--- src/verilog/bp_settings.svh ---
`ifndef BP_SETTINGS_SVH
`define BP_SETTINGS_SVH

// Direct-mapped BTB, index from PC[5:2]
`define BP_BTB_ENTRIES 16

// Global history length, sets the gshare and meta table size to 64
`define BP_GHR_BITS 6

// Local history length, 16-entry history and pattern tables
`define BP_LHR_BITS 4

// Return stack depth
`define BP_RAS_DEPTH 4

// Link register used by jal and returned through by jr
`define BP_LINK_REG 5'd31

`endif
--- src/verilog/bp_pkg.sv ---
`default_nettype none

`include "bp_settings.svh"

package bp_pkg;

    typedef logic [31:0] addr_t;
    typedef logic [31:0] instr_t;

    // 2-bit saturating counter, upper half means taken
    typedef logic [1:0] ctr_t;

    typedef logic [`BP_GHR_BITS-1:0] ghist_t;
    typedef logic [`BP_LHR_BITS-1:0] lhist_t;

    // One saturating step toward the given direction
    function automatic ctr_t ctr_step(input ctr_t cur, input logic up);
        ctr_t nxt;
        nxt = cur;
        if (up && cur != 2'd3) begin
            nxt = cur + 2'd1;
        end else if (!up && cur != 2'd0) begin
            nxt = cur - 2'd1;
        end
        return nxt;
    endfunction

endpackage

`default_nettype wire

--- src/verilog/hybrid_predictor.sv ---
`default_nettype none

`include "bp_settings.svh"

module hybrid_predictor
    import bp_pkg::*;
(
    input  logic       CLK,
    input  logic       RESET,
    input  logic       flush,
    input  addr_t      fetch_pc,
    input  instr_t     fetch_instr,
    input  addr_t      resolved_pc,
    input  instr_t     resolved_instr,
    input  logic       resolved_taken,
    input  addr_t      resolved_target,
    input  logic [1:0] resolved_predictions,
    output logic       taken,
    output addr_t      target,
    output logic [1:0] predictions_out
);

    logic f_cond, f_jump, f_ret;
    logic r_cond, r_jump, r_call, r_ret;
    logic res_any, res_cond;

    logic  btb_hit;
    addr_t btb_target;
    logic  g_taken, l_taken, use_global;
    logic  ras_valid, ras_push, ras_pop;
    addr_t ras_top;

    logic       dir_taken, ret_hit;
    logic       next_taken;
    addr_t      next_target;
    logic [1:0] next_pred;

    branch_decoder u_fetch_dec (
        .instr(fetch_instr), .is_cond(f_cond), .is_jump(f_jump),
        .is_call(), .is_return(f_ret)
    );

    branch_decoder u_res_dec (
        .instr(resolved_instr), .is_cond(r_cond), .is_jump(r_jump),
        .is_call(r_call), .is_return(r_ret)
    );

    // Update qualifiers from the resolve stage
    assign res_any  = r_cond | r_jump;
    assign res_cond = r_cond;
    assign ras_push = r_call;
    assign ras_pop  = r_ret & ras_valid;

    branch_target_buffer u_btb (
        .CLK(CLK), .RESET(RESET), .flush(flush),
        .lookup_pc(fetch_pc), .hit(btb_hit), .hit_target(btb_target),
        .write_en(res_any & resolved_taken), .write_pc(resolved_pc),
        .write_target(resolved_target)
    );

    global_predictor u_gshare (
        .CLK(CLK), .RESET(RESET), .lookup_pc(fetch_pc), .taken(g_taken),
        .update_en(res_cond), .update_pc(resolved_pc), .outcome(resolved_taken)
    );

    local_predictor u_local (
        .CLK(CLK), .RESET(RESET), .lookup_pc(fetch_pc), .taken(l_taken),
        .update_en(res_cond), .update_pc(resolved_pc), .outcome(resolved_taken)
    );

    meta_predictor u_meta (
        .CLK(CLK), .RESET(RESET), .lookup_pc(fetch_pc), .use_global(use_global),
        .update_en(res_cond), .update_pc(resolved_pc), .outcome(resolved_taken),
        .prior_global(resolved_predictions[1]), .prior_local(resolved_predictions[0])
    );

    return_address_stack u_ras (
        .CLK(CLK), .RESET(RESET), .push(ras_push),
        .push_addr(resolved_pc + 32'd4), .pop(ras_pop),
        .top_valid(ras_valid), .top_addr(ras_top)
    );

    // Returns bypass the BTB when the stack has an address
    assign ret_hit   = f_ret & ras_valid;
    assign dir_taken = use_global ? g_taken : l_taken;

    always_comb begin
        if (ret_hit) begin
            next_taken  = 1'b1;
            next_target = ras_top;
            next_pred   = 2'b00;
        end else begin
            next_taken  = btb_hit & (f_jump | (f_cond & dir_taken));
            next_target = btb_hit ? btb_target : '0;
            next_pred   = f_cond ? {g_taken, l_taken} : 2'b00;
        end
    end

    always_ff @(posedge CLK or negedge RESET) begin
        if (!RESET) begin
            taken           <= 1'b0;
            target          <= '0;
            predictions_out <= 2'b00;
        end else if (flush) begin
            taken           <= 1'b0;
            target          <= '0;
            predictions_out <= 2'b00;
        end else begin
            taken           <= next_taken;
            target          <= next_target;
            predictions_out <= next_pred;
        end
    end

endmodule

`default_nettype wire

--- src/verilog/return_address_stack.sv ---
`default_nettype none

`include "bp_settings.svh"

module return_address_stack
    import bp_pkg::*;
(
    input  logic  CLK,
    input  logic  RESET,
    input  logic  push,
    input  addr_t push_addr,
    input  logic  pop,
    output logic  top_valid,
    output addr_t top_addr
);

    localparam int PTR_W = $clog2(`BP_RAS_DEPTH);
    localparam int CNT_W = $clog2(`BP_RAS_DEPTH + 1);
    localparam logic [CNT_W-1:0] FULL = CNT_W'(`BP_RAS_DEPTH);

    addr_t            stack [`BP_RAS_DEPTH];
    logic [PTR_W-1:0] ptr;
    logic [PTR_W-1:0] ptr_up;
    logic [CNT_W-1:0] count;

    // ptr always points at the newest entry
    assign ptr_up    = ptr + 1'b1;
    assign top_valid = (count != '0);
    assign top_addr  = stack[ptr];

    always_ff @(posedge CLK or negedge RESET) begin
        if (!RESET) begin
            ptr   <= '0;
            count <= '0;
        end else if (push) begin
            // Wraps over the oldest entry once full
            ptr <= ptr_up;
            if (count != FULL) begin
                count <= count + 1'b1;
            end
        end else if (pop && top_valid) begin
            ptr   <= ptr - 1'b1;
            count <= count - 1'b1;
        end
    end

    always_ff @(posedge CLK) begin
        if (push) begin
            stack[ptr_up] <= push_addr;
        end
    end

endmodule

`default_nettype wire

--- src/verilog/meta_predictor.sv ---
`default_nettype none

`include "bp_settings.svh"

module meta_predictor
    import bp_pkg::*;
(
    input  logic  CLK,
    input  logic  RESET,
    input  addr_t lookup_pc,
    output logic  use_global,
    input  logic  update_en,
    input  addr_t update_pc,
    input  logic  outcome,
    input  logic  prior_global,
    input  logic  prior_local
);

    // Same size and PC slice as the gshare table
    localparam int ENTRIES = 2 ** `BP_GHR_BITS;

    ctr_t chooser [ENTRIES];

    logic [`BP_GHR_BITS-1:0] lk_idx;
    logic [`BP_GHR_BITS-1:0] upd_idx;
    logic                    disagree;

    assign lk_idx   = lookup_pc[`BP_GHR_BITS+1:2];
    assign upd_idx  = update_pc[`BP_GHR_BITS+1:2];
    assign disagree = prior_global ^ prior_local;

    assign use_global = chooser[lk_idx][1];

    always_ff @(posedge CLK or negedge RESET) begin
        if (!RESET) begin
            for (int i = 0; i < ENTRIES; i++) begin
                chooser[i] <= 2'd1;
            end
        end else if (update_en && disagree) begin
            // Count toward whichever side was right
            chooser[upd_idx] <= ctr_step(chooser[upd_idx], prior_global == outcome);
        end
    end

endmodule

`default_nettype wire

--- src/verilog/local_predictor.sv ---
`default_nettype none

`include "bp_settings.svh"

module local_predictor
    import bp_pkg::*;
(
    input  logic  CLK,
    input  logic  RESET,
    input  addr_t lookup_pc,
    output logic  taken,
    input  logic  update_en,
    input  addr_t update_pc,
    input  logic  outcome
);

    // History table and pattern table are both 16 deep
    localparam int ENTRIES = 2 ** `BP_LHR_BITS;

    lhist_t lht [ENTRIES];
    ctr_t   pht [ENTRIES];

    logic [`BP_LHR_BITS-1:0] lk_idx;
    logic [`BP_LHR_BITS-1:0] upd_idx;
    lhist_t                  lk_hist;
    lhist_t                  upd_hist;

    assign lk_idx  = lookup_pc[`BP_LHR_BITS+1:2];
    assign upd_idx = update_pc[`BP_LHR_BITS+1:2];

    // First level picks the history, second level the counter
    assign lk_hist  = lht[lk_idx];
    assign upd_hist = lht[upd_idx];

    assign taken = pht[lk_hist][1];

    always_ff @(posedge CLK or negedge RESET) begin
        if (!RESET) begin
            for (int i = 0; i < ENTRIES; i++) begin
                lht[i] <= '0;
                pht[i] <= 2'd1;
            end
        end else if (update_en) begin
            pht[upd_hist] <= ctr_step(pht[upd_hist], outcome);
            lht[upd_idx]  <= {upd_hist[`BP_LHR_BITS-2:0], outcome};
        end
    end

endmodule

`default_nettype wire

--- src/verilog/global_predictor.sv ---
`default_nettype none

`include "bp_settings.svh"

module global_predictor
    import bp_pkg::*;
(
    input  logic  CLK,
    input  logic  RESET,
    input  addr_t lookup_pc,
    output logic  taken,
    input  logic  update_en,
    input  addr_t update_pc,
    input  logic  outcome
);

    localparam int ENTRIES = 2 ** `BP_GHR_BITS;

    ghist_t ghr;
    ctr_t   pht [ENTRIES];

    logic [`BP_GHR_BITS-1:0] lk_idx;
    logic [`BP_GHR_BITS-1:0] upd_idx;

    // gshare index, PC bits folded with global history
    assign lk_idx  = lookup_pc[`BP_GHR_BITS+1:2] ^ ghr;
    assign upd_idx = update_pc[`BP_GHR_BITS+1:2] ^ ghr;

    assign taken = pht[lk_idx][1];

    always_ff @(posedge CLK or negedge RESET) begin
        if (!RESET) begin
            ghr <= '0;
            for (int i = 0; i < ENTRIES; i++) begin
                pht[i] <= 2'd1;
            end
        end else if (update_en) begin
            pht[upd_idx] <= ctr_step(pht[upd_idx], outcome);
            // Newest outcome enters at bit 0
            ghr <= {ghr[`BP_GHR_BITS-2:0], outcome};
        end
    end

endmodule

`default_nettype wire

--- src/verilog/branch_target_buffer.sv ---
`default_nettype none

`include "bp_settings.svh"

module branch_target_buffer
    import bp_pkg::*;
(
    input  logic  CLK,
    input  logic  RESET,
    input  logic  flush,
    input  addr_t lookup_pc,
    output logic  hit,
    output addr_t hit_target,
    input  logic  write_en,
    input  addr_t write_pc,
    input  addr_t write_target
);

    localparam int IDX_W = $clog2(`BP_BTB_ENTRIES);
    localparam int TAG_W = $bits(addr_t) - IDX_W - 2;

    logic [`BP_BTB_ENTRIES-1:0] valid;
    logic [TAG_W-1:0]           tags    [`BP_BTB_ENTRIES];
    addr_t                      targets [`BP_BTB_ENTRIES];

    logic [IDX_W-1:0] lk_idx;
    logic [TAG_W-1:0] lk_tag;
    logic [IDX_W-1:0] wr_idx;
    logic [TAG_W-1:0] wr_tag;

    // Word-aligned PCs, so bits 1:0 are skipped
    assign lk_idx = lookup_pc[IDX_W+1:2];
    assign lk_tag = lookup_pc[$bits(addr_t)-1:IDX_W+2];
    assign wr_idx = write_pc[IDX_W+1:2];
    assign wr_tag = write_pc[$bits(addr_t)-1:IDX_W+2];

    assign hit        = valid[lk_idx] && (tags[lk_idx] == lk_tag);
    assign hit_target = targets[lk_idx];

    always_ff @(posedge CLK or negedge RESET) begin
        if (!RESET) begin
            valid <= '0;
        end else if (flush) begin
            valid <= '0;
        end else if (write_en) begin
            valid[wr_idx] <= 1'b1;
        end
    end

    // Tag and target are replaced outright on a write
    always_ff @(posedge CLK) begin
        if (write_en) begin
            tags[wr_idx]    <= wr_tag;
            targets[wr_idx] <= write_target;
        end
    end

endmodule

`default_nettype wire

--- src/verilog/branch_decoder.sv ---
`default_nettype none

`include "bp_settings.svh"

module branch_decoder
    import bp_pkg::*;
(
    input  instr_t instr,
    output logic   is_cond,
    output logic   is_jump,
    output logic   is_call,
    output logic   is_return
);

    localparam logic [5:0] OP_SPECIAL = 6'h00;
    localparam logic [5:0] OP_J       = 6'h02;
    localparam logic [5:0] OP_JAL     = 6'h03;
    localparam logic [5:0] OP_BEQ     = 6'h04;
    localparam logic [5:0] OP_BNE     = 6'h05;
    localparam logic [5:0] FN_JR      = 6'h08;

    logic [5:0] opcode;
    logic [5:0] funct;
    logic [4:0] rs;

    assign opcode = instr[31:26];
    assign funct  = instr[5:0];
    assign rs     = instr[25:21];

    assign is_cond = (opcode == OP_BEQ) || (opcode == OP_BNE);
    assign is_jump = (opcode == OP_J) || (opcode == OP_JAL);
    assign is_call = (opcode == OP_JAL);

    // Only jr through the link register counts as a return
    assign is_return = (opcode == OP_SPECIAL) && (funct == FN_JR) && (rs == `BP_LINK_REG);

endmodule

`default_nettype wire

--- config.mk ---
export PLATFORM = sky130hd
export DESIGN_NAME = hybrid_predictor
export DESIGN_NICKNAME = d
export VERILOG_FILES = /design/src/verilog/bp_pkg.sv /design/src/verilog/hybrid_predictor.sv /design/src/verilog/return_address_stack.sv /design/src/verilog/meta_predictor.sv /design/src/verilog/local_predictor.sv /design/src/verilog/global_predictor.sv /design/src/verilog/branch_target_buffer.sv /design/src/verilog/branch_decoder.sv
export VERILOG_INCLUDE_DIRS = /design/src /design/src/verilog
export SDC_FILE = /design/constraint.sdc
export NUM_CORES = 2
export LEC_CHECK = 0
export BUFFER_PORTS_ARGS = -buffer_cell sky130_fd_sc_hd__buf_4
export CAP_MARGIN = 0
export CORE_ASPECT_RATIO = 0.9
export CORE_MARGIN = 3
export CORE_UTILIZATION = 25
export CTS_CLUSTER_SIZE = 14
export DETAILED_ROUTE_END_ITERATION = 6
export SYNTH_ARGS = -nofsm -noshare
export SYNTH_HDL_FRONTEND = slang
export SYNTH_HIERARCHICAL = 1
export SYNTH_SLANG_ARGS = --single-unit
--- constraint.sdc ---
create_clock -name CLK -period 5.6 [get_ports CLK]
set_input_delay 0.56 -clock CLK [delete_from_list [all_inputs] [get_ports CLK]]
set_output_delay 0.56 -clock CLK [all_outputs]
set_load 0.02 [all_outputs]
==> flow_metrics.env <==
export IMPL_status="finished, final reports clean"
export IMPL_numCtsBuffers=146
export IMPL_synth_cells=3809
export IMPL_fmax_mhz=205
export IMPL_final_common_cell="edfxtp_1"
export IMPL_wl_microns=174000
export IMPL_antenna_found_initial=45
export IMPL_p_sw_w=0.00575
export IMPL_grt_pass1_wl_microns=253000
export IMPL_required_ps=6220
export IMPL_multi_input_area_sq_um=20000
export IMPL_fp_dieArea_sq_um=259000
export IMPL_grt_overflow=0
export IMPL_die_w_microns=536
export IMPL_cap_violations=0
export IMPL_power_density_nw_per_um2=324
export IMPL_syn_area_per_cell_sq_um=16.6
export IMPL_drc=0
export IMPL_crit_path_start="u_gshare/ghr[0]"
export IMPL_rsz0062_at_grt="false"
export IMPL_fin_crit_sh=0.870
export IMPL_initial_core_util=0.252
export IMPL_yosysWarnings=6
export IMPL_grt_max_degree=111
export IMPL_met2_usage=0.206
export IMPL_grtUsageTotal=0.130
export IMPL_portBuffers=168
export IMPL_drt_iter0_markers=3814
export IMPL_hold_violations=0
export IMPL_crit_path_end_kind="register"
export IMPL_ant_nets=0
export IMPL_grt_busiest_layer="met2"
export IMPL_syn_area_sq_um=63300
export IMPL_htreeDepth=4
export IMPL_crit_path_start_kind="register"
export IMPL_syn_nets=3987
export IMPL_timing_rr_start="u_gshare/ghr[0]"
export IMPL_num_vias=36162
export IMPL_regToRegSetupSlack_ps=730
export IMPL_clk_latency_ps=800
export IMPL_worstPathArrival_ps=5490
export IMPL_final_nets=4216
export IMPL_viasPerCell=4.83
export IMPL_clk_pin_slew_ps=70
export IMPL_p_comb_frac=0.111
export IMPL_p_int_w=0.0180
export IMPL_seq_area_sq_um=42300
export IMPL_dp_hpwl_microns=107000
export IMPL_fin_crit_ps=4870
export IMPL_seq_power_share=0.501
export IMPL_gp_congestion=0.809
export IMPL_use_met3=0.0268
export IMPL_total_power_w=0.0237
export IMPL_coreArea_sq_um=251000
export IMPL_layout_common_cells="1056 x edfxtp_1, 403 x nand2_1, 387 x mux4_2, 269 x dfrtp_1, 254 x buf_4"
export IMPL_relSlewSlack=0.139
export IMPL_maxSlewViolCount=0
export IMPL_cp_max_fo=64
export IMPL_worstHoldStart="resolved_target[20]"
export IMPL_hp_class="in -> reg"
export IMPL_cts_tree="done"
export IMPL_fin_skew_ps=85.9
export IMPL_clockBufferDepth=4
export IMPL_root_buffer="clkbuf_16"
export IMPL_setup_viol=0
export IMPL_grt_pass1_vias=36204
export IMPL_swShare=0.242
export IMPL_leakage_nw=24.8
export IMPL_post_drt_wl_per_cell_microns=23.2
export IMPL_num_fill_cells=24835
export IMPL_worst_pin_slew_ps=1290
export IMPL_crit_type="reg -> reg"
export IMPL_clockPowerShare=0.389
export IMPL_io_pins=201
export IMPL_ir_worst_vdd_mv=0.246
export IMPL_grt_use_met1=0.186
export IMPL_row_count=174
export IMPL_die_h_microns=483
export IMPL_drive_gt1_frac=0.295
export IMPL_first_pass_iters=6
export IMPL_clock_sinks=1470
export IMPL_final_setup_tns_ps=0
export IMPL_syn_to_final_growth_pct=16.0
stage by stage:
step / utilization / hold WS, ps / worst slack (ps) / cells / instance area [sq um]
CTS: 0.292 / 11.5 / 803 / 7484 / 73400
finish: 0.293 / 64.4 / 727 / 7488 / 73400
detailed placement: 0.275 / 461 / 574 / 7231 / 69000
floorplan: - / 264 / 928 / 3809 / 63300
global route: 0.292 / 37.1 / 511 / 7486 / 73400
global placement: 0.275 / 457 / 534 / 7231 / 69000
flip-flops by register name, indices dropped and copies added (netlist names):
register,cells
target,32
u_ras/stack,128
u_btb/targets,512
taken,1
u_gshare/ghr,6
u_ras/ptr,2
u_gshare/pht,128
u_ras/count,3
u_btb/tags,416
u_local/pht,32
u_local/lht,64
predictions_out,2
u_btb/valid,16
u_meta/chooser,128
critical path, cell delays in order, from the launching register on:
cell,delay (ps)
dfrtp_1,510
xnor2_2,830
mux2i_1,270
o2bb2ai_1,90
a2111oi_0,690
nor3b_1,170
or4_4,610
nor2_1,150
ha_1,190
inv_1,60
or3_1,360
a22o_2,260
buf_12,210
mux2_4,300
power groups by stage:
stage	Clock [W]	Combinational (W)	Sequential [W]
6_report	0.00923	0.00263	0.0119
3_3_place_gp	0	0.00259	0.0121
5_1_grt	0.00992	0.00282	0.0119
4_1_cts	0.00946	0.00264	0.0119
2_1_floorplan	0	0.00173	0.0121
3_5_place_dp	0	0.00262	0.0121
area by class of cell:
type	count	area share
Sequential cell	1470	0.576
Multi-Input combinational cell	2113	0.273
Tap cell	3344	0.0570
Clock buffer	203	0.0547
Timing Repair Buffer	285	0.0338
Clock inverter	47	0.00478
Inverter	22	0.00113
Antenna cell	4	0.000136
metal layers:
| metal | share of wire | vias up |
|---|---|---|
| met2 | 0.47 | 1412 |
| met3 | 0.078 | 268 |
| met1 | 0.43 | 19071 |
| met5 | 0.00049 | - |
| met4 | 0.018 | 12 |
| li1 | - | 15399 |
path summary, 6_finish.rpt:
kind	endpoint	cells past startpoint
min in group asynchronous	u_local/pht[31]	2
setup reg to reg	u_gshare/pht[81]	13
max in group asynchronous	u_meta/chooser[115]	3
hold reg to reg	u_meta/chooser[80]	2
hold / removal	u_btb/targets[2][20]	1
setup / recovery	u_gshare/pht[81]	13
timing repair:
action	in CTS	in global routing
hold buffers	3	0
gates resized for setup	0	0
endpoints found under the setup margin	0	0
setup buffers	0	0
endpoints found under the hold margin	45	0
(Power assumes the default switching activity.)
